**src/source/pipePkg.sv**
```systemverilog
// Shared definitions of the pipeline; word-addressed data memory of 64 words, no byte access
package pipePkg;

	// Data path sizes
	localparam int dataWidth = 32;
	localparam int regAddrWidth = 5;
	// 64 data words, word index taken from byte address bits 7:2
	localparam int dmemAddrWidth = 6;

	// Primary opcodes
	localparam logic [5:0] opRType = 6'd0;
	localparam logic [5:0] opAddi = 6'd8;
	localparam logic [5:0] opLw = 6'd35;
	localparam logic [5:0] opSw = 6'd43;

	// Function field of R-type
	localparam logic [5:0] fnAdd = 6'd32;
	localparam logic [5:0] fnSub = 6'd34;
	localparam logic [5:0] fnAnd = 6'd36;
	localparam logic [5:0] fnOr = 6'd37;
	localparam logic [5:0] fnSlt = 6'd42;

	// ALU operations
	localparam logic [2:0] aluAdd = 3'd0;
	localparam logic [2:0] aluSub = 3'd1;
	localparam logic [2:0] aluAnd = 3'd2;
	localparam logic [2:0] aluOr = 3'd3;
	localparam logic [2:0] aluSlt = 3'd4;

	// Operand source in execute
	localparam logic [1:0] fwdNone = 2'd0;
	localparam logic [1:0] fwdMem = 2'd1;
	localparam logic [1:0] fwdWb = 2'd2;

	// One instruction word, seen as R-type or I-type layout
	typedef union packed {
		struct packed {
			logic [5:0] opcode;
			logic [4:0] rs;
			logic [4:0] rt;
			logic [4:0] rd;
			logic [4:0] shamt;
			logic [5:0] funct;
		} rType;
		struct packed {
			logic [5:0] opcode;
			logic [4:0] rs;
			logic [4:0] rt;
			logic [15:0] imm;
		} iType;
	} instrWord;

endpackage

```
**src/source/executeStage.sv**
```systemverilog
// Execute stage with forwarding and EX/MEM register; slt compares signed, no overflow trap
`timescale 1ns/1ns

module executeStage (
	input logic sysclk,
	input logic reset,
	input logic exValid,
	input logic [2:0] aluOp,
	input logic useImm,
	input logic regWrite,
	input logic exMemRead,
	input logic exMemWrite,
	input logic [pipePkg::regAddrWidth-1:0] destReg,
	input logic [pipePkg::regAddrWidth-1:0] rsAddr,
	input logic [pipePkg::regAddrWidth-1:0] rtAddr,
	input logic [pipePkg::dataWidth-1:0] rsData,
	input logic [pipePkg::dataWidth-1:0] rtData,
	input logic [pipePkg::dataWidth-1:0] immExt,
	input logic wbRegWrite,
	input logic [pipePkg::regAddrWidth-1:0] wbDest,
	input logic [pipePkg::dataWidth-1:0] wbData,
	output logic memValid,
	output logic memRegWrite,
	output logic memRead,
	output logic memWrite,
	output logic [pipePkg::regAddrWidth-1:0] memDest,
	output logic [pipePkg::dataWidth-1:0] aluResult,
	output logic [pipePkg::dataWidth-1:0] storeData
);

	logic [1:0] rsSel;
	logic [1:0] rtSel;
	logic [pipePkg::dataWidth-1:0] opA;
	logic [pipePkg::dataWidth-1:0] rtVal;
	logic [pipePkg::dataWidth-1:0] opB;
	logic [pipePkg::dataWidth-1:0] aluOut;

	// Newer producer in EX/MEM wins over MEM/WB
	function automatic logic [1:0] pickFwd(input logic [pipePkg::regAddrWidth-1:0] src);
		logic [1:0] sel;
		sel = pipePkg::fwdNone;
		if (src != '0) begin
			if (memRegWrite && (memDest == src)) begin
				sel = pipePkg::fwdMem;
			end else if (wbRegWrite && (wbDest == src)) begin
				sel = pipePkg::fwdWb;
			end
		end
		return sel;
	endfunction

	function automatic logic [pipePkg::dataWidth-1:0] fwdValue(
		input logic [1:0] sel,
		input logic [pipePkg::dataWidth-1:0] regVal
	);
		case (sel)
			pipePkg::fwdMem: return aluResult;
			pipePkg::fwdWb: return wbData;
			default: return regVal;
		endcase
	endfunction

	// Operand selection, also follows the forwarding registers read inside the functions
	always_comb begin
		rsSel = pickFwd(rsAddr);
		rtSel = pickFwd(rtAddr);
		opA = fwdValue(rsSel, rsData);
		rtVal = fwdValue(rtSel, rtData);
	end

	assign opB = useImm ? immExt : rtVal;

	always_comb begin
		case (aluOp)
			pipePkg::aluSub: aluOut = opA - opB;
			pipePkg::aluAnd: aluOut = opA & opB;
			pipePkg::aluOr: aluOut = opA | opB;
			pipePkg::aluSlt: aluOut = ($signed(opA) < $signed(opB)) ? 1 : 0;
			default: aluOut = opA + opB;
		endcase
	end

	// EX/MEM control
	always_ff @(posedge sysclk or negedge reset) begin
		if (!reset) begin
			memValid <= 1'b0;
			memRegWrite <= 1'b0;
			memRead <= 1'b0;
			memWrite <= 1'b0;
		end else begin
			memValid <= exValid;
			memRegWrite <= regWrite;
			memRead <= exMemRead;
			memWrite <= exMemWrite;
		end
	end

	// EX/MEM payload
	always_ff @(posedge sysclk) begin
		memDest <= destReg;
		aluResult <= aluOut;
		storeData <= rtVal;
	end

	// The load-use stall in decode keeps loads out of the EX/MEM path
	noLoadForward: assert property (
		@(posedge sysclk) disable iff (!reset)
		exValid && (rsSel == pipePkg::fwdMem || rtSel == pipePkg::fwdMem) |-> !memRead
	);

endmodule

```
**config.mk**
```make
export PLATFORM = sky130hd
export DESIGN_NAME = executeStage
export DESIGN_NICKNAME = d
export VERILOG_FILES = /design/src/source/pipePkg.sv /design/src/source/executeStage.sv
export SDC_FILE = /design/constraint.sdc
export NUM_CORES = 1
export LEC_CHECK = 0
export ABC_AREA = 1
export BUFFER_PORTS_ARGS = -buffer_cell sky130_fd_sc_hd__buf_4
export CORE_ASPECT_RATIO = 1.25
export CORE_MARGIN = 4
export CORE_UTILIZATION = 60
export CTS_BUF_LIST = sky130_fd_sc_hd__clkbuf_16
export DETAILED_ROUTE_END_ITERATION = 10
export PLACE_DENSITY = 0.93
export SLEW_MARGIN = 20
export SYNTH_ARGS = -nofsm -noshare
export SYNTH_HDL_FRONTEND = slang
export SYNTH_SLANG_ARGS = --single-unit
```
**constraint.sdc**
```tcl
create_clock -name sysclk -period 6.75 [get_ports sysclk]
set_input_delay 0.675 -clock sysclk [delete_from_list [all_inputs] [get_ports sysclk]]
set_output_delay 0.675 -clock sysclk [all_outputs]
set_load 0.01 [all_outputs]
```
# Word-level counts from Yosys, hierarchy flattened
# Cells that the tools add are included.
# op_classes
addsub	2
order_cmp	1
eq_ne	12
muxes	11
bitwise_logic	2
reduce_logical	6
# ops
operator	n
case mux 32 bit (2 select lines)	2
case mux 32 bit (4 select lines)	1
adder 32 bit	1
bitwise AND 32 bit	1
< comparator 32 bit	1
2-to-1 mux 32 bit	1
OR 32 bit	1
subtractor 32 bit	1
equality test 5 bit	4
2-to-1 mux 2 bit	6
nonzero test 5 bit	2
equality test 3 x 2 -> 1 bit (second input constant)	2
equality test 2 x 1 -> 1 bit (second input constant)	2
equality test 2 bit (second input constant)	2
logical AND 1 bit	4
equality test 3 x 1 -> 1 bit (second input constant)	1
equality test 3 bit (second input constant)	1
2-to-1 mux 1 bit	1
# totals
ff_bits	73
output_inout_bits	73
word_cells	41

# Depth between registers and ports, before layout
# Gate-level depths: netlist of run 1.
# depth
depth_word	11
mapped_depth	27

# Least setup slack after synthesis of run 1
# No wires, ideal clock.
# synth_path
path_type	input -> register
start	input rtAddr[3] (netlist bit)
end	register aluResult[30] (netlist bit)
t_arrival_ps	4074
required_ps	6628
setup_slack_ps	2554
cell_stages	25
path_buffers	2
cell_sequence	or2_2 -> a221oi_1 -> nand3_1 -> nor2_1 -> ha_1 -> clkbuf_1 -> inv_1 -> clkbuf_1 -> o21ai_0 -> o21ai_0 -> ha_1 -> inv_1 -> fa_1 -> inv_1 -> nand3_1 -> nand3_1 -> nand2_1 -> nand2_1 -> nand2_1 -> nand2_1 -> nand2_1 -> nand2_1 -> nand2_1 -> nand3_1 -> nand3_1
# synth_via
elab_chain_len	10
# synth_lines
item	line	text
from (decl)	executeStage.sv:15	input logic [pipePkg::regAddrWidth-1:0] rtAddr,
equality test 5 bit	executeStage.sv:45	end else if (wbRegWrite && (wbDest == src)) begin
logical AND 1 bit	executeStage.sv:45	
2-to-1 mux 2 bit	executeStage.sv:45	
2-to-1 mux 2 bit	executeStage.sv:43	if (memRegWrite && (memDest == src)) begin
2-to-1 mux 2 bit (*)	executeStage.sv:42	if (src != '0) begin
equality test 2 bit or equality test 2 x 1 -> 1 bit (tied branches)	executeStage.sv:56	case (sel)
case mux 32 bit (2 select lines) (*)	executeStage.sv:56	
2-to-1 mux 32 bit (*)	executeStage.sv:71	assign opB = useImm ? immExt : rtVal;
adder 32 bit (tied with other cells)	executeStage.sv:79	default: aluOut = opA + opB;
case mux 32 bit (4 select lines) (*)	executeStage.sv:74	case (aluOp)
named net aluOut, one bit	executeStage.sv:36	logic [pipePkg::dataWidth-1:0] aluOut;
to (signal assigned)	executeStage.sv:101	aluResult <= aluOut;
to (decl)	executeStage.sv:27	output logic [pipePkg::dataWidth-1:0] aluResult,
# The timed path passes the listed nets; every way through them passes the cells marked *.

# Final worst setup path of run 1
# Same ends and word-level chain as after synthesis.

==> impl_metrics.tcl, run 1 <==
set metrics [dict create \
    netlist_instances 1548 \
    ys_ff_latch 73 \
    fill_cells 1317 \
    path_buf_inv 5 \
    mostFrequentLayoutCell "nand2_1" \
    start_kind "input port" \
    antenna_found_initial 1 \
    cts_buffers 9 \
    relSlewSlack_pct 29.08 \
    most-common-layout-cells "nand2_1 (363), inv_1 (285), buf_4 (236)" \
    die_w_um 118.5 \
    io_buffer_count 231 \
    fin_ws_ns 1.453 \
    antenna_cells 0 \
    cts_sinks 73 \
    fin_nets 2000 \
    avgViaCountPerCell 6.113 \
    synth_edf_count 0 \
    synthTopCellsByArea "dfxtp_1 (15%), nand2_1 (15%), ha_1 (14%)" \
    grt_pass1_wl_mm 58.96 \
    arrival_ns 5.53 \
    crit_end "aluResult[30]$_DFF_P_" \
    gr-usage-all-layers_pct 42.16 \
    synth_cell_types 39 \
    antenna_left 0 \
    clockBufferDepth 2 \
    grt_overflow 0 \
    peakVddDrop_mv 0.1097 \
    holdBufCountCts 0 \
    pwr_density_cell_nw_per_um2 194.0 \
    dp_hpwl_mm 30.03 \
    yosysWarnings 0 \
    cts_resized 0 \
    crit_required_ns 6.98 \
    slowest_stage "inv_1" \
    async_reset_ff_share_pct 5.479 \
    hp-class "in -> async" \
    ff2ff_path_depth 24 \
    finalCritPeriodShare_pct 78.48 \
    status "completed" \
    firstDrtPassIters 6 \
    slew_viol_final 0 \
    cellLeakagePower_nw 6.277 \
    rows 50 \
    clock_skew_ns 0.01160 \
    cp.depth 25 \
    path_class "in -> reg" \
    start_util_pct 61.24 \
    dp.cells 1910 \
    crit_fanout 33 \
    setup_tns_ns 0 \
    hold_viol 0 \
    stdcell_count 1926 \
    rsz0062_at_grt "no" \
    max_freq_mhz 188.8 \
    tightestPinTransition_ns 1.057 \
    clk_latency_ns 0.36 \
    avgSynthCellArea_sq_um 5.915 \
    fin_util_pct 74.90 \
    crit_top_cell "nand2_1" \
    drv_cap 0 \
    end_kind "flip-flop" \
    synthFlopType "dfxtp_1" \
    grt_start_max_net_pins 65 \
    syn-cell-area_sq_um 9156 \
    cts_tree "built" \
    layout-drive-gt1-share_pct 16.63 \
    r2r-end "aluResult[30]$_DFF_P_" \
    wl_mm 37.54 \
    post-route-min-period_ns 5.297 \
    synth_top_cell_by_area "dfxtp_1" \
    syn_nets 1809 \
    clock-root-buffer "clkbuf_16" \
    cts_setup_buffers 0 \
    gp_congestion 1.071 \
    ys_seq_area_share_pct 16.18 \
    post_dp_cell_area_sq_um 10920 \
    netlist.area_leader.share_pct 15.09 \
    cp_top_family "simple AND/OR/NAND/NOR gates" \
    reg2reg_from "memDest[3]$_DFF_P_" \
    ff2ff_setup_slack_ns 1.49 \
    core_area_sq_um 14950 \
    boundaryPins 232 \
    dieArea_sq_um 17310 \
    h-tree-depth 3 \
    setup_viol_count_final 0 \
    cts.reportedPaths.clkPinSlew_ns 0.06 \
    critical_path.max_stage_delay_ns 0.74 \
    fin_area_sq_um 11200 \
    dp_slack_ns 1.205 \
    drc_errors 0 \
    wl_per_cell_um 19.49 \
    vias 11770 \
    initialDrtViolationCount 1774 \
    dieHeight_um 146.1 \
    cp-startpoint "rtAddr[3]" \
    syn_to_final_growth_pct 22.31 \
    grt_pass1_vias 11220 \
]
## per-stage QoR
stage / total power [mW] / hold WS (ns)
finish: 2.173 / 0.1066
global placement: 1.639 / 0.4703
global route: 2.297 / 0.1031
detailed placement: 1.655 / 0.4727
CTS: 2.122 / 0.1013
floorplan: 1.228 / 0.3794
## power by group
part | total [mW] | internal, mW | leakage, nW | switching (mW)
clock | 0.477 | 0.249 | 0.125 | 0.228
combinational | 1.13 | 0.405 | 5.52 | 0.723
sequential | 0.568 | 0.501 | 0.628 | 0.0670
## logic make-up after synthesis
logic type      share of synthesized area [%]
buf+inv                                 14.66
xor+xnor                               0.7653
simple gates                            30.58
fa+ha+maj                               14.10
compound gates                          23.71
flops                                   16.18
## how the worst min path moves through the flow
stage	to	cells after the start
final	memRead$_DFF_PN0_	1
after global routing	memValid$_DFF_PN0_	1
after CTS	memRead$_DFF_PN0_	1
after detailed placement	memRead$_DFF_PN0_	1
after global placement	memRead$_DFF_PN0_	1
after floorplan	memRead$_DFF_PN0_	0
## sequential cells by signal, summed over array words and instances, names as in the netlist
name / count
memWrite: 1
memValid: 1
memRead: 1
memDest: 5
aluResult: 32
storeData: 32
memRegWrite: 1
## cells in the mapped netlist, drive strengths merged, types with 3 or more instances
cell and instances:
a221oi 7, nor2 145, o22ai 4, dfxtp 69
o21ai 142, a21oi 105, ha 100, clkbuf 39
nand4 14, dfrtp 4, a221o 62, o21bai 11
o211ai 3, nand2 377, a211oi 6, and2 4
a31oi 4, buf 17, nand3 116, inv 290
nor3 10, xor2 8
## cell type report
| type | count | area [sq um] | area share, % |
|---|---|---|---|
| multi-input combinational | 1127 | 6347 | 56.68 |
| tap | 182 | 227.7 | 2.033 |
| clock buffer | 9 | 225.2 | 2.011 |
| inverter | 292 | 1099 | 9.809 |
| sequential | 73 | 1481 | 13.23 |
| clock inverter | 7 | 47.55 | 0.4245 |
| timing repair buffer | 236 | 1772 | 15.82 |
## routing by layer
metal	up-vias	GRT usage (%)	share of wire, %
met5	-	0	0.077
met4	2	18.38	5.0
met3	164	10.46	12
met2	923	70.70	46
met1	5257	51.18	36
li1	5427	-	-
No activity file was read; power rests on OpenSTA's default activity.
==> inputs of run 2 (changes only) <==
- CORE_UTILIZATION: 60 -> 50
- PLACE_DENSITY: 0.93 -> 0.83
- clock period: 6.75 -> 4.5 ns (I/O delays scaled with it)
==> run 2 against run 1 <==
Sequential share of layout area decreased by 0.56 points. Largest cell class unchanged. Setup slack worse by 1.1 ns. Wire length grew 1.5%.
==> impl_metrics.tcl, run 2 (same netlist as run 1, synthesis figures left out) <==
set metrics [dict create \
    core_area_sq_um 18030 \
    antenna_cells 0 \
    hold_depth 1 \
    dieArea_sq_um 20550 \
    hold_viol 0 \
    dp_slack_ns 0.02848 \
    fin_nets 2036 \
    gr-usage-met1_pct 46.68 \
    avgViaCountPerCell 5.743 \
    grt_pass1_vias 10800 \
    grt_pass1_wl_mm 57.85 \
    boundaryPins 232 \
    firstDrtPassIters 6 \
    critical_path.max_stage_delay_ns 0.45 \
    end_kind "flip-flop" \
    drv_cap 0 \
    path_buf_inv 3 \
    crit_required_ns 4.74 \
    drc_errors 0 \
    initialDrtViolationCount 1226 \
    io_buffer_count 231 \
    hp-class "in -> reg" \
    grt_overflow 0 \
    start_util_pct 50.78 \
    rsz0062_at_grt "yes" \
    cp.depth 24 \
    clk_latency_ns 0.36 \
    most-common-layout-cells "nand2_1 (361), inv_1 (284), buf_4 (267)" \
    use_met3_pct 5.268 \
    arrival_ns 4.43 \
    slowest_stage "fa_1" \
    busiest_layer "met2" \
    finalCritPeriodShare_pct 93.07 \
    ff2ff_path_depth 24 \
    cts_buffers 9 \
    die_w_um 129.0 \
    path_class "reg -> reg" \
    slew_viol_final 0 \
    vias 11530 \
    peakVddDrop_mv 0.1913 \
    fin_ws_ns 0.3119 \
    path_cells "or2_2 -> a221oi_1 -> nand3_1 -> nor2_1 -> inv_1 -> ha_1 -> buf_4 -> a221o_1 -> o21ai_0 -> o21ai_2 -> ha_2 -> fa_1 -> inv_1 -> nand3_1 -> nand2_2 -> nand2_1 -> nand2_2 -> nand2_1 -> nand2_1 -> nand2_1 -> nand3_1 -> nand2_1 -> nand3_1 -> nand3_1" \
    h-tree-depth 3 \
    wl_mm 38.09 \
    clock_skew_ns 0.01111 \
    cts.reportedPaths.clkPinSlew_ns 0.07 \
    setup_tns_ns 0 \
    antenna_left 0 \
    max_freq_mhz 238.8 \
    clock-root-buffer "clkbuf_16" \
    grt.met2_usage_pct 59.76 \
    gr-usage-all-layers_pct 35.63 \
    status "completed" \
    dieHeight_um 159.3 \
    setup_viol_count_final 0 \
    dp_hpwl_mm 31.03 \
    syn_to_final_growth_pct 27.71 \
    tightestPinTransition_ns 1.030 \
    cts_setup_buffers 0 \
    rows 55 \
    cp_top_family "simple AND/OR/NAND/NOR gates" \
    mostFrequentLayoutCell "nand2_1" \
    pwr_density_cell_nw_per_um2 290.0 \
    clockBufferDepth 2 \
    start_kind "flip-flop" \
    layout-drive-gt1-share_pct 19.61 \
    wl_per_cell_um 18.97 \
    crit_fanout 12 \
    relSlewSlack_pct 31.15 \
    gp_congestion 1.017 \
    post-route-min-period_ns 4.188 \
    cts_sinks 73 \
    reg.largest.list "aluResult (32), storeData (32), memDest (5)" \
    grt_start_max_net_pins 65 \
    cellLeakagePower_nw 6.483 \
    antenna_found_initial 0 \
    cts_tree "built" \
]
run 2: worst paths after layout:
| path | slack [ns] | startpoint | to |
|---|---|---|---|
| hold / removal | 0.20 | destReg[2] | memDest[2]$_DFF_P_ |
| min in group asynchronous | 0.43 | reset | memRegWrite$_DFF_PN0_ |
| hold reg to reg | 0.58 | aluResult[31]$_DFF_P_ | storeData[31]$_DFF_P_ |
| setup / recovery | 0.31 | memDest[3]$_DFF_P_ | aluResult[18]$_DFF_P_ |
| max in group asynchronous | 3.97 | reset | memValid$_DFF_PN0_ |
| setup reg to reg | 0.31 | memDest[3]$_DFF_P_ | aluResult[18]$_DFF_P_ |
run 2: area by class of cell:
class	count	area, sq um
Timing Repair Buffer	272	2095
Inverter	292	1099
Clock inverter	7	76.32
Clock buffer	9	225.2
Fill cell	1782	6336
Multi-Input combinational cell	1127	6432
Sequential cell	73	1481
Tap cell	228	285.3
run 2: worst register-to-register path, delay by kind of cell, from the launching register on:
| kind | cells | cell delay, ns |
|---|---|---|
| and+or+nand+nor | 14 | 1.60 |
| adders and majority gates | 3 | 0.92 |
| AOI/OAI and AO/OA | 4 | 0.81 |
| DFF | 1 | 0.36 |
| buffers and inverters | 3 | 0.36 |
run 2: metrics by stage:
step	utilization [%]	instance area, sq um	cells	hold WS, ns	power [mW]
floorplan	-	9156	1548	0.1544	1.841
global placement	62.62	11290	1991	0.2458	2.534
detailed placement	62.62	11290	1991	0.2473	2.550
CTS	64.34	11600	2008	0.1933	3.319
global route	64.86	11690	2008	0.1899	3.584
finish	64.86	11690	2008	0.1963	3.391
run 2: layer usage:
| layer | part of all wire (%) | wire length (um) | vias up |
|---|---|---|---|
| met5 | 0 | 0 | - |
| met3 | 9.1 | 3485 | 89 |
| met1 | 40 | 15220 | 5322 |
| li1 | - | - | 5491 |
| met4 | 3.3 | 1244 | 0 |
| met2 | 48 | 18140 | 629 |
run 2: what timing repair did:
item	in CTS	in global routing
endpoints found under the setup margin	0	23
hold buffers	1	0
resized for setup	0	37
endpoints found under the hold margin	4	0
run 2: power breakdown:
group | internal [mW] | switching (mW)
logic | 0.660 | 1.11
clock network | 0.436 | 0.336
registers | 0.752 | 0.0998
total | 1.85 | 1.54
==> inputs of run 3 (changes only) <==
- CTS_CLUSTER_SIZE: not set -> 20
- PLACE_DENSITY: 0.83 -> 0.76
==> run 3 against run 2 <==
Die area stayed put. Highest routed layer unchanged. Worst hold slack got worse by 0.0086 ns. Combinational power increased by 2%. Power rose by 0.32%. Via count rose by 0.55%. Global-route usage increased by 0.80 points. Clock power shrank 4.1%. Largest power group unchanged.
==> impl_metrics.tcl, run 3 (same netlist as run 1, synthesis figures left out) <==
set metrics [dict create \
    status "completed" \
    crit_required_ns 4.74 \
    relSlewSlack_pct 46.51 \
    most-common-layout-cells "nand2_1 (363), buf_4 (297), inv_1 (284)" \
    wl_mm 38.97 \
    slew_viol_final 0 \
    dieArea_sq_um 20550 \
    initialDrtViolationCount 1210 \
    tightestPinTransition_ns 0.8004 \
    gp_congestion 1.014 \
    firstDrtPassIters 6 \
    cts_sinks 73 \
    rows 55 \
    dp_hpwl_mm 32.14 \
    start_kind "flip-flop" \
    gr-usage-all-layers_pct 36.43 \
    antenna_found_initial 0 \
    hold_viol 0 \
    cts_buffers 9 \
    clock_skew_ns 0.01195 \
    reg.largest.list "aluResult (32), storeData (32), memDest (5)" \
    ff2ff_path_depth 24 \
    layout-drive-gt1-share_pct 19.98 \
    drc_errors 0 \
    fin_ws_ns 0.1909 \
    max_freq_mhz 232.1 \
    wl_met3_mm 2.938 \
    antenna_cells 0 \
    post-route-min-period_ns 4.309 \
    dieHeight_um 159.3 \
    wl_met2_mm 18.95 \
    cts.reportedPaths.clkPinSlew_ns 0.07 \
    pwr_density_cell_nw_per_um2 287.0 \
    h-tree-depth 3 \
    holdWs_ns 0.1877 \
    start_util_pct 50.78 \
    setup_viol_count_final 0 \
    vias 11590 \
    die_w_um 129.0 \
    wl_per_cell_um 19.10 \
    cts_tree "built" \
    path_class "reg -> reg" \
    grt_pass1_vias 11180 \
    mostFrequentLayoutCell "nand2_1" \
    grt_overflow 0 \
    clockBufferDepth 2 \
    cellLeakagePower_nw 6.627 \
    finalCritPeriodShare_pct 95.76 \
    crit_fanout 17 \
    highest_layer "met4" \
    peakVddDrop_mv 0.1740 \
    io_buffer_count 231 \
    clk_latency_ns 0.36 \
    dp_slack_ns 0.04212 \
    boundaryPins 232 \
    clock-root-buffer "clkbuf_16" \
    drv_cap 0 \
    core_area_sq_um 18030 \
    end_kind "flip-flop" \
    syn_to_final_growth_pct 29.45 \
    hold_depth 1 \
    power_mw 3.402 \
    avgViaCountPerCell 5.683 \
    grt_pass1_wl_mm 59.19 \
    fin_nets 2068 \
    hp-class "in -> reg" \
    wirelength_met1_mm 15.01 \
    grt_start_max_net_pins 65 \
    antenna_left 0 \
    arrival_ns 4.55 \
]
-- run 3: cell types whose count changed in the layout (fill, tap and decap cells not counted), sizes merged --
cell      previous run  this run
bufinv               1         0
buf                271       303
clkinv               3         2
inv                294       293
clkinvlp             1         4
-- run 3: power by group --
part	total (mW)	internal (mW)	leakage, nW	switching (mW)
clock	0.740	0.384	0.128	0.356
combinational	1.81	0.701	5.87	1.11
sequential	0.853	0.752	0.628	0.101
-- run 3: what timing repair did --
action                                 in CTS  in global routing
hold buffers                                1                  0
endpoints found under the hold margin       4                  0
resized for setup                           0                 14
setup endpoints to repair                   0                 15
setup buffers                               0                  2
-- run 3: worst max-delay path, stage by stage (launching register included) --
cell	delay [ns]
dfxtp_1	0.34
or2_2	0.29
a221oi_1	0.29
nand3_1	0.16
nor2_1	0.16
inv_1	0.06
ha_1	0.22
buf_4	0.23
a221o_1	0.37
o21ai_0	0.12
o21ai_1	0.17
ha_1	0.42
nand2_1	0.09
nand2_1	0.08
o21bai_1	0.16
buf_4	0.16
a21oi_1	0.11
nand2_1	0.20
buf_4	0.19
nand2_1	0.06
nand2_1	0.05
nand2_1	0.05
nand2_1	0.05
nand2_1	0.06
nand3_1	0.07
-- run 3: metrics by stage --
stage	cell area, sq um	util [%]	std cells	TNS (ns)
after floorplan	9156	-	1548	0
after global routing	11850	65.74	2040	-0.01785
after detailed placement	11510	63.87	2021	0
final	11850	65.74	2040	0
after global placement	11510	63.87	2021	0
after CTS	11810	65.51	2038	0
-- run 3: cell type report --
cell class | instances | area [sq um]
flip-flops and latches | 73 | 1481
well taps | 228 | 285.3
fillers | 1761 | 6177
multi-input cells | 1127 | 6359
repair buffers | 304 | 2342
clock inverters | 7 | 61.31
clock buffers | 9 | 225.2
inverters | 292 | 1099
-- run 3: path summary, 6_finish.rpt --
path                            slack [ns]             startpoint                     to
worst min register to register        0.54  aluResult[31]$_DFF_P_  storeData[31]$_DFF_P_
worst min-delay path                  0.19             destReg[1]     memDest[1]$_DFF_P_
max in group asynchronous             3.99                  reset     memValid$_DFF_PN0_
worst max-delay path                  0.19     memDest[3]$_DFF_P_  aluResult[29]$_DFF_P_
worst max register to register        0.19     memDest[3]$_DFF_P_  aluResult[29]$_DFF_P_
min in group asynchronous             0.41                  reset  memRegWrite$_DFF_PN0_
-- run 3: per-layer routing --
layer | vias up | GRT usage, %
li1 | 5551 | -
met1 | 5311 | 43.99
met2 | 599 | 61.77
met3 | 133 | 5.503
met4 | 0 | 18.62
met5 | - | 0
